<file path="config.mk">
export PLATFORM = sky130hd
export DESIGN_NAME = exLaneTop
export DESIGN_NICKNAME = d
export VERILOG_FILES = /design/src/hw/exPkg.sv /design/src/hw/exLaneIf.sv /design/src/hw/exLaneTop.sv /design/src/hw/exStage1.sv /design/src/hw/exStage2.sv /design/src/hw/exStage3.sv /design/src/hw/scratchMem.sv
export SDC_FILE = /design/constraint.sdc
export NUM_CORES = 2
export LEC_CHECK = 0
export BUFFER_PORTS_ARGS = -buffer_cell sky130_fd_sc_hd__buf_2
export CAP_MARGIN = 20
export CORE_UTILIZATION = 40
export DETAILED_ROUTE_END_ITERATION = 12
export PLACE_DENSITY_LB_ADDON = 0.05
export SLEW_MARGIN = 20
export SYNTH_ARGS = -nofsm -noshare
export SYNTH_HDL_FRONTEND = slang
export SYNTH_SLANG_ARGS = --single-unit
</file>
<file path="constraint.sdc">
create_clock -name clock -period 7.5 [get_ports clock]
set_clock_uncertainty 0.05 [all_clocks]
set_input_delay 0.75 -clock clock [delete_from_list [all_inputs] [get_ports clock]]
set_output_delay 0.75 -clock clock [all_outputs]
set_load 0.05 [all_outputs]
</file>
<file path="src/hw/exPkg.sv">
/*
 Execute lane package
 Field widths, micro-op command codes, zero register id and buffer sizing
*/
package exPkg;

	localparam int CMD_W     = 6;	// Micro-op command
	localparam int GPR_ID_W  = 6;	// Register id
	localparam int VAL_W     = 64;	// Register / result value
	localparam int IMM_W     = 33;	// Decoded immediate, pre sign-extension
	localparam int MEM_IDX_W = 4;	// Scratch word index

	localparam int MEM_WORDS    = 16;
	localparam int MEM_ADDR_LSB = 3;	// Byte address to 64-bit word index

	// Stage-2 buffer sizing
	localparam int BUF_DEPTH = 2;
	localparam int BUF_PTR_W = $clog2(BUF_DEPTH);
	localparam int BUF_CNT_W = $clog2(BUF_DEPTH + 1);	// Needs to hold BUF_DEPTH itself

	typedef logic [CMD_W-1:0]     opCmd;
	typedef logic [GPR_ID_W-1:0]  gprId;
	typedef logic [VAL_W-1:0]     gprVal;
	typedef logic [IMM_W-1:0]     immVal;
	typedef logic [MEM_IDX_W-1:0] memIdx;
	typedef logic [BUF_PTR_W-1:0] bufPtr;
	typedef logic [BUF_CNT_W-1:0] bufCnt;

	// Command codes; anything else is unknown
	localparam opCmd CMD_NOP   = 6'h00;
	localparam opCmd CMD_ADD   = 6'h01;
	localparam opCmd CMD_SUB   = 6'h02;	// Rs - Rt
	localparam opCmd CMD_AND   = 6'h03;
	localparam opCmd CMD_OR    = 6'h04;
	localparam opCmd CMD_XOR   = 6'h05;
	localparam opCmd CMD_MOVIR = 6'h06;	// Rm = sext(imm)
	localparam opCmd CMD_MOVMR = 6'h07;	// Rm = mem[Rs + sext(imm)]

	localparam gprId GR_ZZR = 6'd0;	// Zero register, writes discarded

endpackage

</file>
<file path="src/hw/exLaneIf.sv">
/*
 Execute lane link
 Valid/ready handshake plus op fields between two lane stages
*/
`timescale 1ns/1ps

interface exLaneIf;

	logic          valid;
	logic          ready;
	exPkg::opCmd   cmd;
	exPkg::gprId   idRm;	// Destination
	exPkg::gprVal  val;		// Result, or load address for MOVMR
	exPkg::gprVal  memData;	// Load data, s23 only
	logic          flush;	// Set at entry, rides with the op

	modport src (
		output valid, cmd, idRm, val, memData, flush,
		input  ready
	);

	modport dst (
		input  valid, cmd, idRm, val, memData, flush,
		output ready
	);

endinterface

</file>
<file path="src/hw/exLaneTop.sv">
/*
 Execute lane top
 Three stages chained by two valid/ready links
*/
`timescale 1ns/1ps

module exLaneTop (
	input  logic          clock,
	input  logic          rst,
	input  logic          inValid,
	output logic          inReady,
	input  exPkg::opCmd   inCmd,
	input  exPkg::gprId   inIdRm,
	input  exPkg::gprVal  inValRs,
	input  exPkg::gprVal  inValRt,
	input  exPkg::immVal  inImm,
	input  logic          inFlush,
	output logic          wbValid,
	input  logic          wbReady,
	output exPkg::gprId   wbIdRn2,
	output exPkg::gprVal  wbValRn2,
	output exPkg::gprId   wbIdRn4,
	output exPkg::gprVal  wbValRn4,
	output logic          wbHeld,
	output logic          wbBadCmd,
	input  logic          memWrEn,
	input  exPkg::memIdx  memWrIdx,
	input  exPkg::gprVal  memWrData
);

	exLaneIf s12 ();	// Stage 1 to buffer
	exLaneIf s23 ();	// Buffer head to write-back

	exStage1 uStage1 (
		.clock   (clock),
		.rst     (rst),
		.inValid (inValid),
		.inReady (inReady),
		.inCmd   (inCmd),
		.inIdRm  (inIdRm),
		.inValRs (inValRs),
		.inValRt (inValRt),
		.inImm   (inImm),
		.inFlush (inFlush),
		.out     (s12.src)
	);

	exStage2 uStage2 (
		.clock     (clock),
		.rst       (rst),
		.in        (s12.dst),
		.out       (s23.src),
		.memWrEn   (memWrEn),
		.memWrIdx  (memWrIdx),
		.memWrData (memWrData)
	);

	exStage3 uStage3 (
		.clock    (clock),
		.rst      (rst),
		.in       (s23.dst),
		.wbValid  (wbValid),
		.wbReady  (wbReady),
		.wbIdRn2  (wbIdRn2),
		.wbIdRn4  (wbIdRn4),
		.wbValRn2 (wbValRn2),
		.wbValRn4 (wbValRn4),
		.wbHeld   (wbHeld),
		.wbBadCmd (wbBadCmd)
	);

endmodule

</file>
<file path="src/hw/exStage1.sv">
/*
 Execute stage 1
 ALU results, immediate moves and load address generation, one op register
*/
`timescale 1ns/1ps

module exStage1 (
	input  logic          clock,
	input  logic          rst,
	input  logic          inValid,
	output logic          inReady,
	input  exPkg::opCmd   inCmd,
	input  exPkg::gprId   inIdRm,
	input  exPkg::gprVal  inValRs,
	input  exPkg::gprVal  inValRt,
	input  exPkg::immVal  inImm,
	input  logic          inFlush,
	exLaneIf.src          out
);

	exPkg::gprVal immExt;
	exPkg::gprVal result;

	logic         opValid;
	exPkg::opCmd  opCmdQ;
	exPkg::gprId  opIdRm;
	exPkg::gprVal opVal;
	logic         opFlush;

	// Sign-extend 33-bit immediate
	assign immExt = {{(exPkg::VAL_W - exPkg::IMM_W){inImm[exPkg::IMM_W-1]}}, inImm};

	always_comb begin
		case (inCmd)
			exPkg::CMD_ADD:   result = inValRs + inValRt;
			exPkg::CMD_SUB:   result = inValRs - inValRt;
			exPkg::CMD_AND:   result = inValRs & inValRt;
			exPkg::CMD_OR:    result = inValRs | inValRt;
			exPkg::CMD_XOR:   result = inValRs ^ inValRt;
			exPkg::CMD_MOVIR: result = immExt;
			exPkg::CMD_MOVMR: result = inValRs + immExt;	// Load address
			default:          result = '0;	// NOP and unknown
		endcase
	end

	// Take a new op when empty or the held one leaves this cycle
	assign inReady = !opValid || out.ready;

	always_ff @(posedge clock) begin
		if (rst) begin
			opValid <= 1'b0;
		end else if (inReady) begin
			opValid <= inValid;
		end
	end

	// Payload, no reset
	always_ff @(posedge clock) begin
		if (inReady && inValid) begin
			opCmdQ  <= inCmd;
			opIdRm  <= inIdRm;
			opVal   <= result;
			opFlush <= inFlush;
		end
	end

	assign out.valid   = opValid;
	assign out.cmd     = opCmdQ;
	assign out.idRm    = opIdRm;
	assign out.val     = opVal;
	assign out.memData = '0;	// No load data yet
	assign out.flush   = opFlush;

endmodule

</file>
<file path="src/hw/exStage2.sv">
/*
 Execute stage 2
 Two-entry op buffer; reads scratch memory for a load at the head
*/
`timescale 1ns/1ps

module exStage2 (
	input  logic          clock,
	input  logic          rst,
	exLaneIf.dst          in,
	exLaneIf.src          out,
	input  logic          memWrEn,
	input  exPkg::memIdx  memWrIdx,
	input  exPkg::gprVal  memWrData
);

	exPkg::opCmd  bufCmd   [exPkg::BUF_DEPTH];
	exPkg::gprId  bufIdRm  [exPkg::BUF_DEPTH];
	exPkg::gprVal bufVal   [exPkg::BUF_DEPTH];
	logic         bufFlush [exPkg::BUF_DEPTH];

	exPkg::bufPtr wrPtr;
	exPkg::bufPtr rdPtr;
	exPkg::bufCnt count;

	logic         push;
	logic         pop;
	exPkg::memIdx rdIdx;
	exPkg::gprVal rdData;

	assign in.ready = count < exPkg::BUF_DEPTH;
	assign push     = in.valid && in.ready;
	assign pop      = out.valid && out.ready;

	always_ff @(posedge clock) begin
		if (rst) begin
			wrPtr <= '0;
			rdPtr <= '0;
			count <= '0;
		end else begin
			if (push) begin
				wrPtr <= (wrPtr == exPkg::bufPtr'(exPkg::BUF_DEPTH - 1)) ? '0 :
					wrPtr + exPkg::bufPtr'(1);
			end
			if (pop) begin
				rdPtr <= (rdPtr == exPkg::bufPtr'(exPkg::BUF_DEPTH - 1)) ? '0 :
					rdPtr + exPkg::bufPtr'(1);
			end
			if (push && !pop) count <= count + exPkg::bufCnt'(1);
			else if (pop && !push) count <= count - exPkg::bufCnt'(1);
		end
	end

	// Entry storage, no reset
	always_ff @(posedge clock) begin
		if (push) begin
			bufCmd[wrPtr]   <= in.cmd;
			bufIdRm[wrPtr]  <= in.idRm;
			bufVal[wrPtr]   <= in.val;
			bufFlush[wrPtr] <= in.flush;
		end
	end

	// Word index from head address bits 6:3
	assign rdIdx = bufVal[rdPtr][exPkg::MEM_ADDR_LSB +: exPkg::MEM_IDX_W];

	scratchMem uMem (
		.clock  (clock),
		.wrEn   (memWrEn),
		.wrIdx  (memWrIdx),
		.wrData (memWrData),
		.rdIdx  (rdIdx),
		.rdData (rdData)
	);

	assign out.valid   = count != '0;	// Head visible right after write
	assign out.cmd     = bufCmd[rdPtr];
	assign out.idRm    = bufIdRm[rdPtr];
	assign out.val     = bufVal[rdPtr];
	assign out.flush   = bufFlush[rdPtr];
	assign out.memData = (bufCmd[rdPtr] == exPkg::CMD_MOVMR) ? rdData : '0;

endmodule

</file>
<file path="src/hw/exStage3.sv">
/*
 Execute stage 3
 Write-back selection: early (Rn2) and final (Rn4) views, held and
 bad-command flags, flush to the zero register
*/
`timescale 1ns/1ps

module exStage3 (
	input  logic          clock,
	input  logic          rst,
	exLaneIf.dst          in,
	output logic          wbValid,
	input  logic          wbReady,
	output exPkg::gprId   wbIdRn2,
	output exPkg::gprId   wbIdRn4,
	output exPkg::gprVal  wbValRn2,
	output exPkg::gprVal  wbValRn4,
	output logic          wbHeld,
	output logic          wbBadCmd
);

	exPkg::gprId  selIdRn2;
	exPkg::gprId  selIdRn4;
	exPkg::gprVal selValRn2;
	exPkg::gprVal selValRn4;
	logic         selHeld;
	logic         selBad;

	always_comb begin
		selIdRn2  = in.idRm;	// Forward by default
		selValRn2 = in.val;
		selIdRn4  = in.idRm;
		selValRn4 = in.val;
		selHeld   = 1'b0;
		selBad    = 1'b0;

		case (in.cmd)
			exPkg::CMD_NOP, exPkg::CMD_ADD, exPkg::CMD_SUB, exPkg::CMD_AND,
			exPkg::CMD_OR, exPkg::CMD_XOR, exPkg::CMD_MOVIR: begin
			end
			exPkg::CMD_MOVMR: begin
				// Data only lands in the final view
				selValRn2 = '0;
				selValRn4 = in.memData;
				selHeld   = 1'b1;
			end
			default: begin
				selBad = 1'b1;	// Unknown cmd, stage-1 value passes on
			end
		endcase

		// Flushed op keeps values, writes go nowhere
		if (in.flush) begin
			selIdRn2 = exPkg::GR_ZZR;
			selIdRn4 = exPkg::GR_ZZR;
			selHeld  = 1'b0;
		end
	end

	// Output register frees up when empty or draining
	assign in.ready = !wbValid || wbReady;

	always_ff @(posedge clock) begin
		if (rst) begin
			wbValid <= 1'b0;
		end else if (in.ready) begin
			wbValid <= in.valid;
		end
	end

	always_ff @(posedge clock) begin
		if (in.ready && in.valid) begin
			wbIdRn2  <= selIdRn2;
			wbValRn2 <= selValRn2;
			wbIdRn4  <= selIdRn4;
			wbValRn4 <= selValRn4;
			wbHeld   <= selHeld;
			wbBadCmd <= selBad;
		end
	end

endmodule

</file>
<file path="src/hw/scratchMem.sv">
/*
 Scratch data memory
 16 x 64-bit register array, synchronous write, combinational read
*/
`timescale 1ns/1ps

module scratchMem (
	input  logic          clock,
	input  logic          wrEn,
	input  exPkg::memIdx  wrIdx,
	input  exPkg::gprVal  wrData,
	input  exPkg::memIdx  rdIdx,
	output exPkg::gprVal  rdData
);

	exPkg::gprVal mem [exPkg::MEM_WORDS];	// Undefined until written

	always_ff @(posedge clock) begin
		if (wrEn) begin
			mem[wrIdx] <= wrData;
		end
	end

	// Async read for the op at the buffer head
	assign rdData = mem[rdIdx];

endmodule

</file>
### Yosys cells after proc, flatten, opt, wreduce, memory -nomap -nowiden

Memories as Yosys holds them, arrays and structs flattened. A register that Yosys moved wholly into a read port is not among the register bits.
Cells that the tools add are included.

| cells by class | value |
|---|---|
| add/subtract/negate cells | 7 |
| $lt $le $gt $ge | 1 |
| equal/unequal tests | 14 |
| muxes and demuxes | 18 |
| bitwise logic cells | 3 |
| reduce and logical (&&, ||, !) cells | 15 |

Operators by type and width:

| kind | number |
|---|---|
| one-hot mux 64 bit (7 select lines) | 1 |
| adder 64 bit | 2 |
| AND 64 bit | 1 |
| 2-to-1 mux 64 bit | 1 |
| OR 64 bit | 1 |
| subtractor 64 bit | 1 |
| bitwise XOR 64 bit | 1 |
| equality test 6 x 3 -> 1 bit, second input constant | 8 |
| equality test 6 x 2 -> 1 bit, second input constant | 4 |
| 2-to-1 mux 1 bit | 14 |
| equality test 6 x 1 -> 1 bit, second input constant | 2 |
| OR reduction 8 bit | 1 |
| zero test 6 bit | 1 |
| logical AND 1 bit | 5 |
| zero test 1 bit | 4 |
| 2-to-1 mux 2 bit | 2 |
| nonzero test 2 bit | 2 |
| adder 1 bit, second input constant | 2 |
| adder 2 x 1 -> 2 bit, second input constant | 1 |
| logical OR 1 bit | 2 |
| < comparator 2 bit, second input constant | 1 |
| subtractor 2 x 1 -> 2 bit, second input constant | 1 |

| word-level totals | value |
|---|---|
| flip-flop bits (word level) | 213 |
| memory bits (writable) | 1178 |
| input bits | 247 |
| output and inout bits | 144 |
| word-level logic and storage cells | 76 |
| memories | 5 |

Memories:

| name | depth | bits a word | rd ports | clocked after memory_dff | write ports | line | source |
|---|---|---|---|---|---|---|---|
| uStage2.uMem.mem | 16 | 64 | 1 | 0 | 1 | scratchMem.sv:16 | `exPkg::gprVal mem [exPkg::MEM_WORDS];` |
| uStage2.bufVal | 2 | 64 | 1 | 1 | 1 | exStage2.sv:19 | `exPkg::gprVal bufVal [exPkg::BUF_DEPTH];` |
| uStage2.bufCmd | 2 | 6 | 1 | 1 | 1 | exStage2.sv:17 | `exPkg::opCmd bufCmd [exPkg::BUF_DEPTH];` |
| uStage2.bufIdRm | 2 | 6 | 1 | 1 | 1 | exStage2.sv:18 | `exPkg::gprId bufIdRm [exPkg::BUF_DEPTH];` |
| uStage2.bufFlush | 2 | 1 | 1 | 1 | 1 | exStage2.sv:20 | `logic bufFlush [exPkg::BUF_DEPTH];` |

### Logic depth before layout (Yosys ltp)

| logic depth | value |
|---|---|
| depth after elaboration | 6 |
| depth in mapped cells | 20 |
| gate-level depth less buffers | 20 |

### By module

From an unflattened synthesis, not the netlist that was laid out.

| second synthesis, totals | value |
|---|---|
| cells, all modules | 3992 |
| area, all modules | 63234.4 µm² |

Modules (own cells, without submodules):

| module | instances | cells an instance | area each (µm²) |
|---|---|---|---|
| scratchMem | 1 | 1583 | 38300.5 |
| exStage1 | 1 | 1688 | 12854.8 |
| exStage2 | 1 | 422 | 6608.8 |
| exStage3 | 1 | 299 | 5470.2 |

### Worst setup path after synthesis

Ideal clock, no wire load.

| timing path | value |
|---|---|
| path kind | input-to-reg |
| from | in memWrIdx[2] |
| to | mem uStage2.uMem.mem[0][0] in the netlist's numbering, enable pin |
| setup time | 0.565 ns |
| data arrival time | 5.614 ns |
| path slack | 1.270 ns |
| stages | 2 |
| path buffers | 0 |
| cell sequence | or3b_2 -> nor3_1 |

RTL lines:

| item | line | source |
|---|---|---|
| start: declaration | exLaneTop.sv:27 | `input exPkg::memIdx memWrIdx,` |
| end: declaration | scratchMem.sv:16 |  |

No word-level cell before the write port.

### Worst setup path in the final report

| timing path | value |
|---|---|
| from | in inValRt[6] |
| to | reg uStage1.opVal[61] (netlist: uStage1.out.val[61]), data pin |

| between the ends | value |
|---|---|
| cells in the longest elaborated chain, start to end | 2 |
| elaborated cells between the ends (all ways) | 3 |
| those cells by class | add/sub: 2; mux: 1 |

Ends and longest elaborated chain:

| item | line | source |
|---|---|---|
| start: declaration | exLaneTop.sv:15 | `input exPkg::gprVal inValRt,` |
| subtractor 64 bit or adder 64 bit (tied branches) | exStage1.sv:36, exStage1.sv:35 |  |
| one-hot mux 64 bit (7 select lines) (*) | exStage1.sv:34 | `case (inCmd)` |
| net uStage1.result[61] | exStage1.sv:22 | `exPkg::gprVal result;` |
| end signal: assignment | exStage1.sv:62 | `opVal <= result;` |
| end: declaration | exStage1.sv:27 | `exPkg::gprVal opVal;` |

The timed path passes the listed nets; every way through them passes the cells marked *.
A chain may end at the register's enable or synchronous reset.

==> results.ini <==
[clock_tree]
clockRootBuffer=clkbuf_16
cts_buffer_depth=3
cts_buffers=154
clk_pin_slew_ns=0.06
cts-htree-levels=4
cts_tree=done
postCtsSetupRepairBufs=0
cts_resized=0
cts_sinks=1398
cts_hold_buf=0
clk_latency_ns=0.76

[detailed_routing]
viasPerCell=5.63
firstDrtPassIters=5
ant_nets=0
drt-initial-drc-count=2766
wl_per_cell_um=28.2
drt-total-wl_mm=180
drc=0
via_count=36000

[timing]
tightest_slew_ns=1.08
finalSetupViolations=0
finalHoldViolCount=0
slew_headroom=0.282
setup_tns_ns=0
fin_crit_ns=6.01
final.period_utilization=0.801
rsz0062_at_grt=false
fin_hold_ws_ns=0.110
drv_slew=0
timing.fmax_mhz=166

[setup_path]
path_delay_family=simple AND/OR/NAND/NOR gates
crit_type=input port to flip-flop
start_kind=input port
crit_cells=16
reg2regPathDepth=7
crit_required_ns=7.92
path_buf_inv=1
path_cells=buf_2, nor3_1, nand4_1, nor4_4, nand4_1, or3_1, nor3_1, o311ai_0, ha_1, and3_1, and4_1, nand2_1, o41ai_1, a21boi_0, xor2_1, o21ai_0
r2r_slack_ns=3.58
max_stage_delay_ns=0.88
critPathArrivalTime_ns=6.43
critPathSlowestCell=o41ai_1
critPathMaxFanout=9
cp-end-kind=flip-flop
r2r-end=uStage3.wbValRn4[43]
critPathLaunch=inValRt[6]

[placement]
dpl_cell_area_um2=66100
gp_congestion=0.877
dpl.hpwl_mm=112
portBuffers=390

[synthesis]
synth-seq-area-share=0.681
syn_area_um2=61600
synth_mux_area_frac=0.125
yosys.area_share.simple=0.0531
syn_inst=3828
yosysWarnings=0
syn_nets=4285
synth_compound_area_frac=0.0683
ys_types=70
avgSynthCellArea_um2=16.1
synth_xor_area_frac=0.00782
synth_adder_area_share=0.0428
synth_seq_cells=1398
synth_edf_count=1391
synth_flop_cell=edfxtp_1
ys_async_sr_fraction=0
synth_top_family_by_area=multiplexers

[hold_path]
hold_end=uStage1.out.idRm[1]
hold_path_depth=1
min_from=inIdRm[1]
min_path_type=input port to flip-flop

[floorplanning]
rows=143
start_util=0.404
die_w_um=394
fp.coreArea_um2=152000
boundaryPins=391
die_area_um2=156000
die_h_um=394

[layout]
synthToLayoutAreaGrowth_pct=14.9
fin_area_um2=70800
drive_above_1_share=0.235
fillers=13300
nets=4694

[power]
peakVddDrop_mv=0.244
report.power.total_mw=21.6
p_leak_nw=24.9
p_per_area_nw_per_um2=306

[global_routing]
grt_pass1_wl_mm=259
antenna_found_initial=26
grt_use_total=0.230
grt_overflow=0
grt_pass1_vias=35600
grt_max_degree=133

[job]
max-cap-violations=0

[status]
status=completed

[report_power, final]
group	internal [mW]	switching [mW]	total, mW
logic	1.55	3.41	4.96
clock network	4.06	3.00	7.06
registers	9.35	0.269	9.62
total	15.0	6.67	21.6
[metal layers]
| metal | track usage | up-vias | part of all wire |
|---|---|---|---|
| li1 | - | 16000 | - |
| met1 | 0.333 | 18700 | 0.46 |
| met2 | 0.370 | 1059 | 0.48 |
| met3 | 0.0336 | 206 | 0.047 |
| met4 | 0.0475 | 10 | 0.016 |
| met5 | 0 | - | 0.00038 |
[layout make-up]
type	count	area, µm²	area share
Multi-Input combinational cell	2077	18500	0.262
Sequential cell	1398	41900	0.592
Antenna cell	3	7.51	0.000106
Timing Repair Buffer	457	2530	0.0357
Inverter	149	567	0.00801
Clock inverter	77	536	0.00757
Tap cell	2030	2540	0.0359
Clock buffer	199	4150	0.0586
[cells in the final DEF (no fill, tap or decap), types with 19 or more instances in the layout]
cell       count
nand2_1      283
edfxtp_1    1391
mux2i_1      200
a211oi_1      39
a221o_1       22
xor2_1        27
o21ai_0      170
and3_1        23
buf_2        390
clkbuf_16    158
nor2_1       188
o211ai_1      27
a31o_2        65
inv_1        148
a31oi_1       19
a21oi_1      120
nor3_1        56
clkbuf_1      37
buf_4         61
nand4_1       28
ha_1         209
clkinv_1      39
xnor2_1       28
mux4_2       251
a21o_1        33
a221oi_1      22
nand3_1       44
[worst reg2reg max path: stages, from the launching register on]
cell and delay [ns]:
dfxtp_4 0.54, buf_4 0.51, mux2i_4 0.56, buf_4 0.65
mux4_2 0.61, mux2i_1 0.35, nand2_1 0.10, a31o_2 0.29
[state kept, by name, indices dropped and copies added (netlist names), named ones only]
name and cells:
uStage1.out.idRm 6, uStage2.rdPtr 1, uStage1.out.flush 1, uStage2.bufVal 128, uStage3.wbHeld 1, uStage2.count 2
uStage2.bufFlush 2, uStage3.wbIdRn2 6, uStage2.wrPtr 1, uStage1.out.cmd 6, uStage3.wbValid 1, uStage3.wbBadCmd 1
uStage3.wbValRn2 64, uStage1.out.valid 1, uStage1.out.val 64, uStage3.wbValRn4 64, uStage2.bufIdRm 12, uStage2.uMem.mem 1024
uStage2.bufCmd 12
[worst max path at each step]
stage,end,slack (ns)
after floorplan,uStage2.uMem.mem[0][0],1.27
after global routing,uStage1.out.val[63],1.25
after detailed placement,uStage1.out.val[61],0.87
final,uStage1.out.val[61],1.49
after global placement,uStage1.out.val[61],1.02
after CTS,uStage1.out.val[61],1.68
[stage by stage]
| step | utilization | cells | worst slack [ns] |
|---|---|---|---|
| after floorplan | - | 3828 | 1.27 |
| after global placement | 0.434 | 6111 | 1.02 |
| after detailed placement | 0.434 | 6111 | 0.867 |
| after CTS | 0.464 | 6387 | 1.68 |
| after global routing | 0.464 | 6387 | 1.25 |
| final | 0.464 | 6390 | 1.49 |
[kinds of logic after synthesis]
logic type / Yosys count
AO/OA/AOI/OAI: 625
buffers and inverters: 353
AND/OR/NAND/NOR: 729
adder cells (fa/ha/maj): 210
multiplexers: 458
XOR/XNOR: 55
flip-flops: 1398
[synth_stat cells, drive strengths merged, types with 14 or more instances]
| cell type | count | area share |
|---|---|---|
| a221o | 22 | 0.0036 |
| nand4 | 28 | 0.0028 |
| edfxtp | 1391 | 0.68 |
| xnor2 | 28 | 0.0040 |
| and3 | 24 | 0.0024 |
| a211oi | 39 | 0.0048 |
| nor2 | 203 | 0.012 |
| o31ai | 14 | 0.0017 |
| a31oi | 19 | 0.0019 |
| nand2 | 284 | 0.017 |
| a221oi | 23 | 0.0034 |
| mux4 | 251 | 0.092 |
| or3 | 16 | 0.0017 |
| a21oi | 121 | 0.0098 |
| buf | 44 | 0.0031 |
| clkbuf | 160 | 0.0098 |
| nor3 | 60 | 0.0049 |
| o311ai | 18 | 0.0026 |
| o21ai | 172 | 0.014 |
| nor4 | 17 | 0.0020 |
| o211ai | 27 | 0.0033 |
| a31o | 65 | 0.0092 |
| xor2 | 27 | 0.0038 |
| mux2i | 204 | 0.033 |
| inv | 149 | 0.0091 |
| a21o | 33 | 0.0040 |
| nand3 | 45 | 0.0039 |
| ha | 209 | 0.042 |
(Power assumes the default switching activity.)
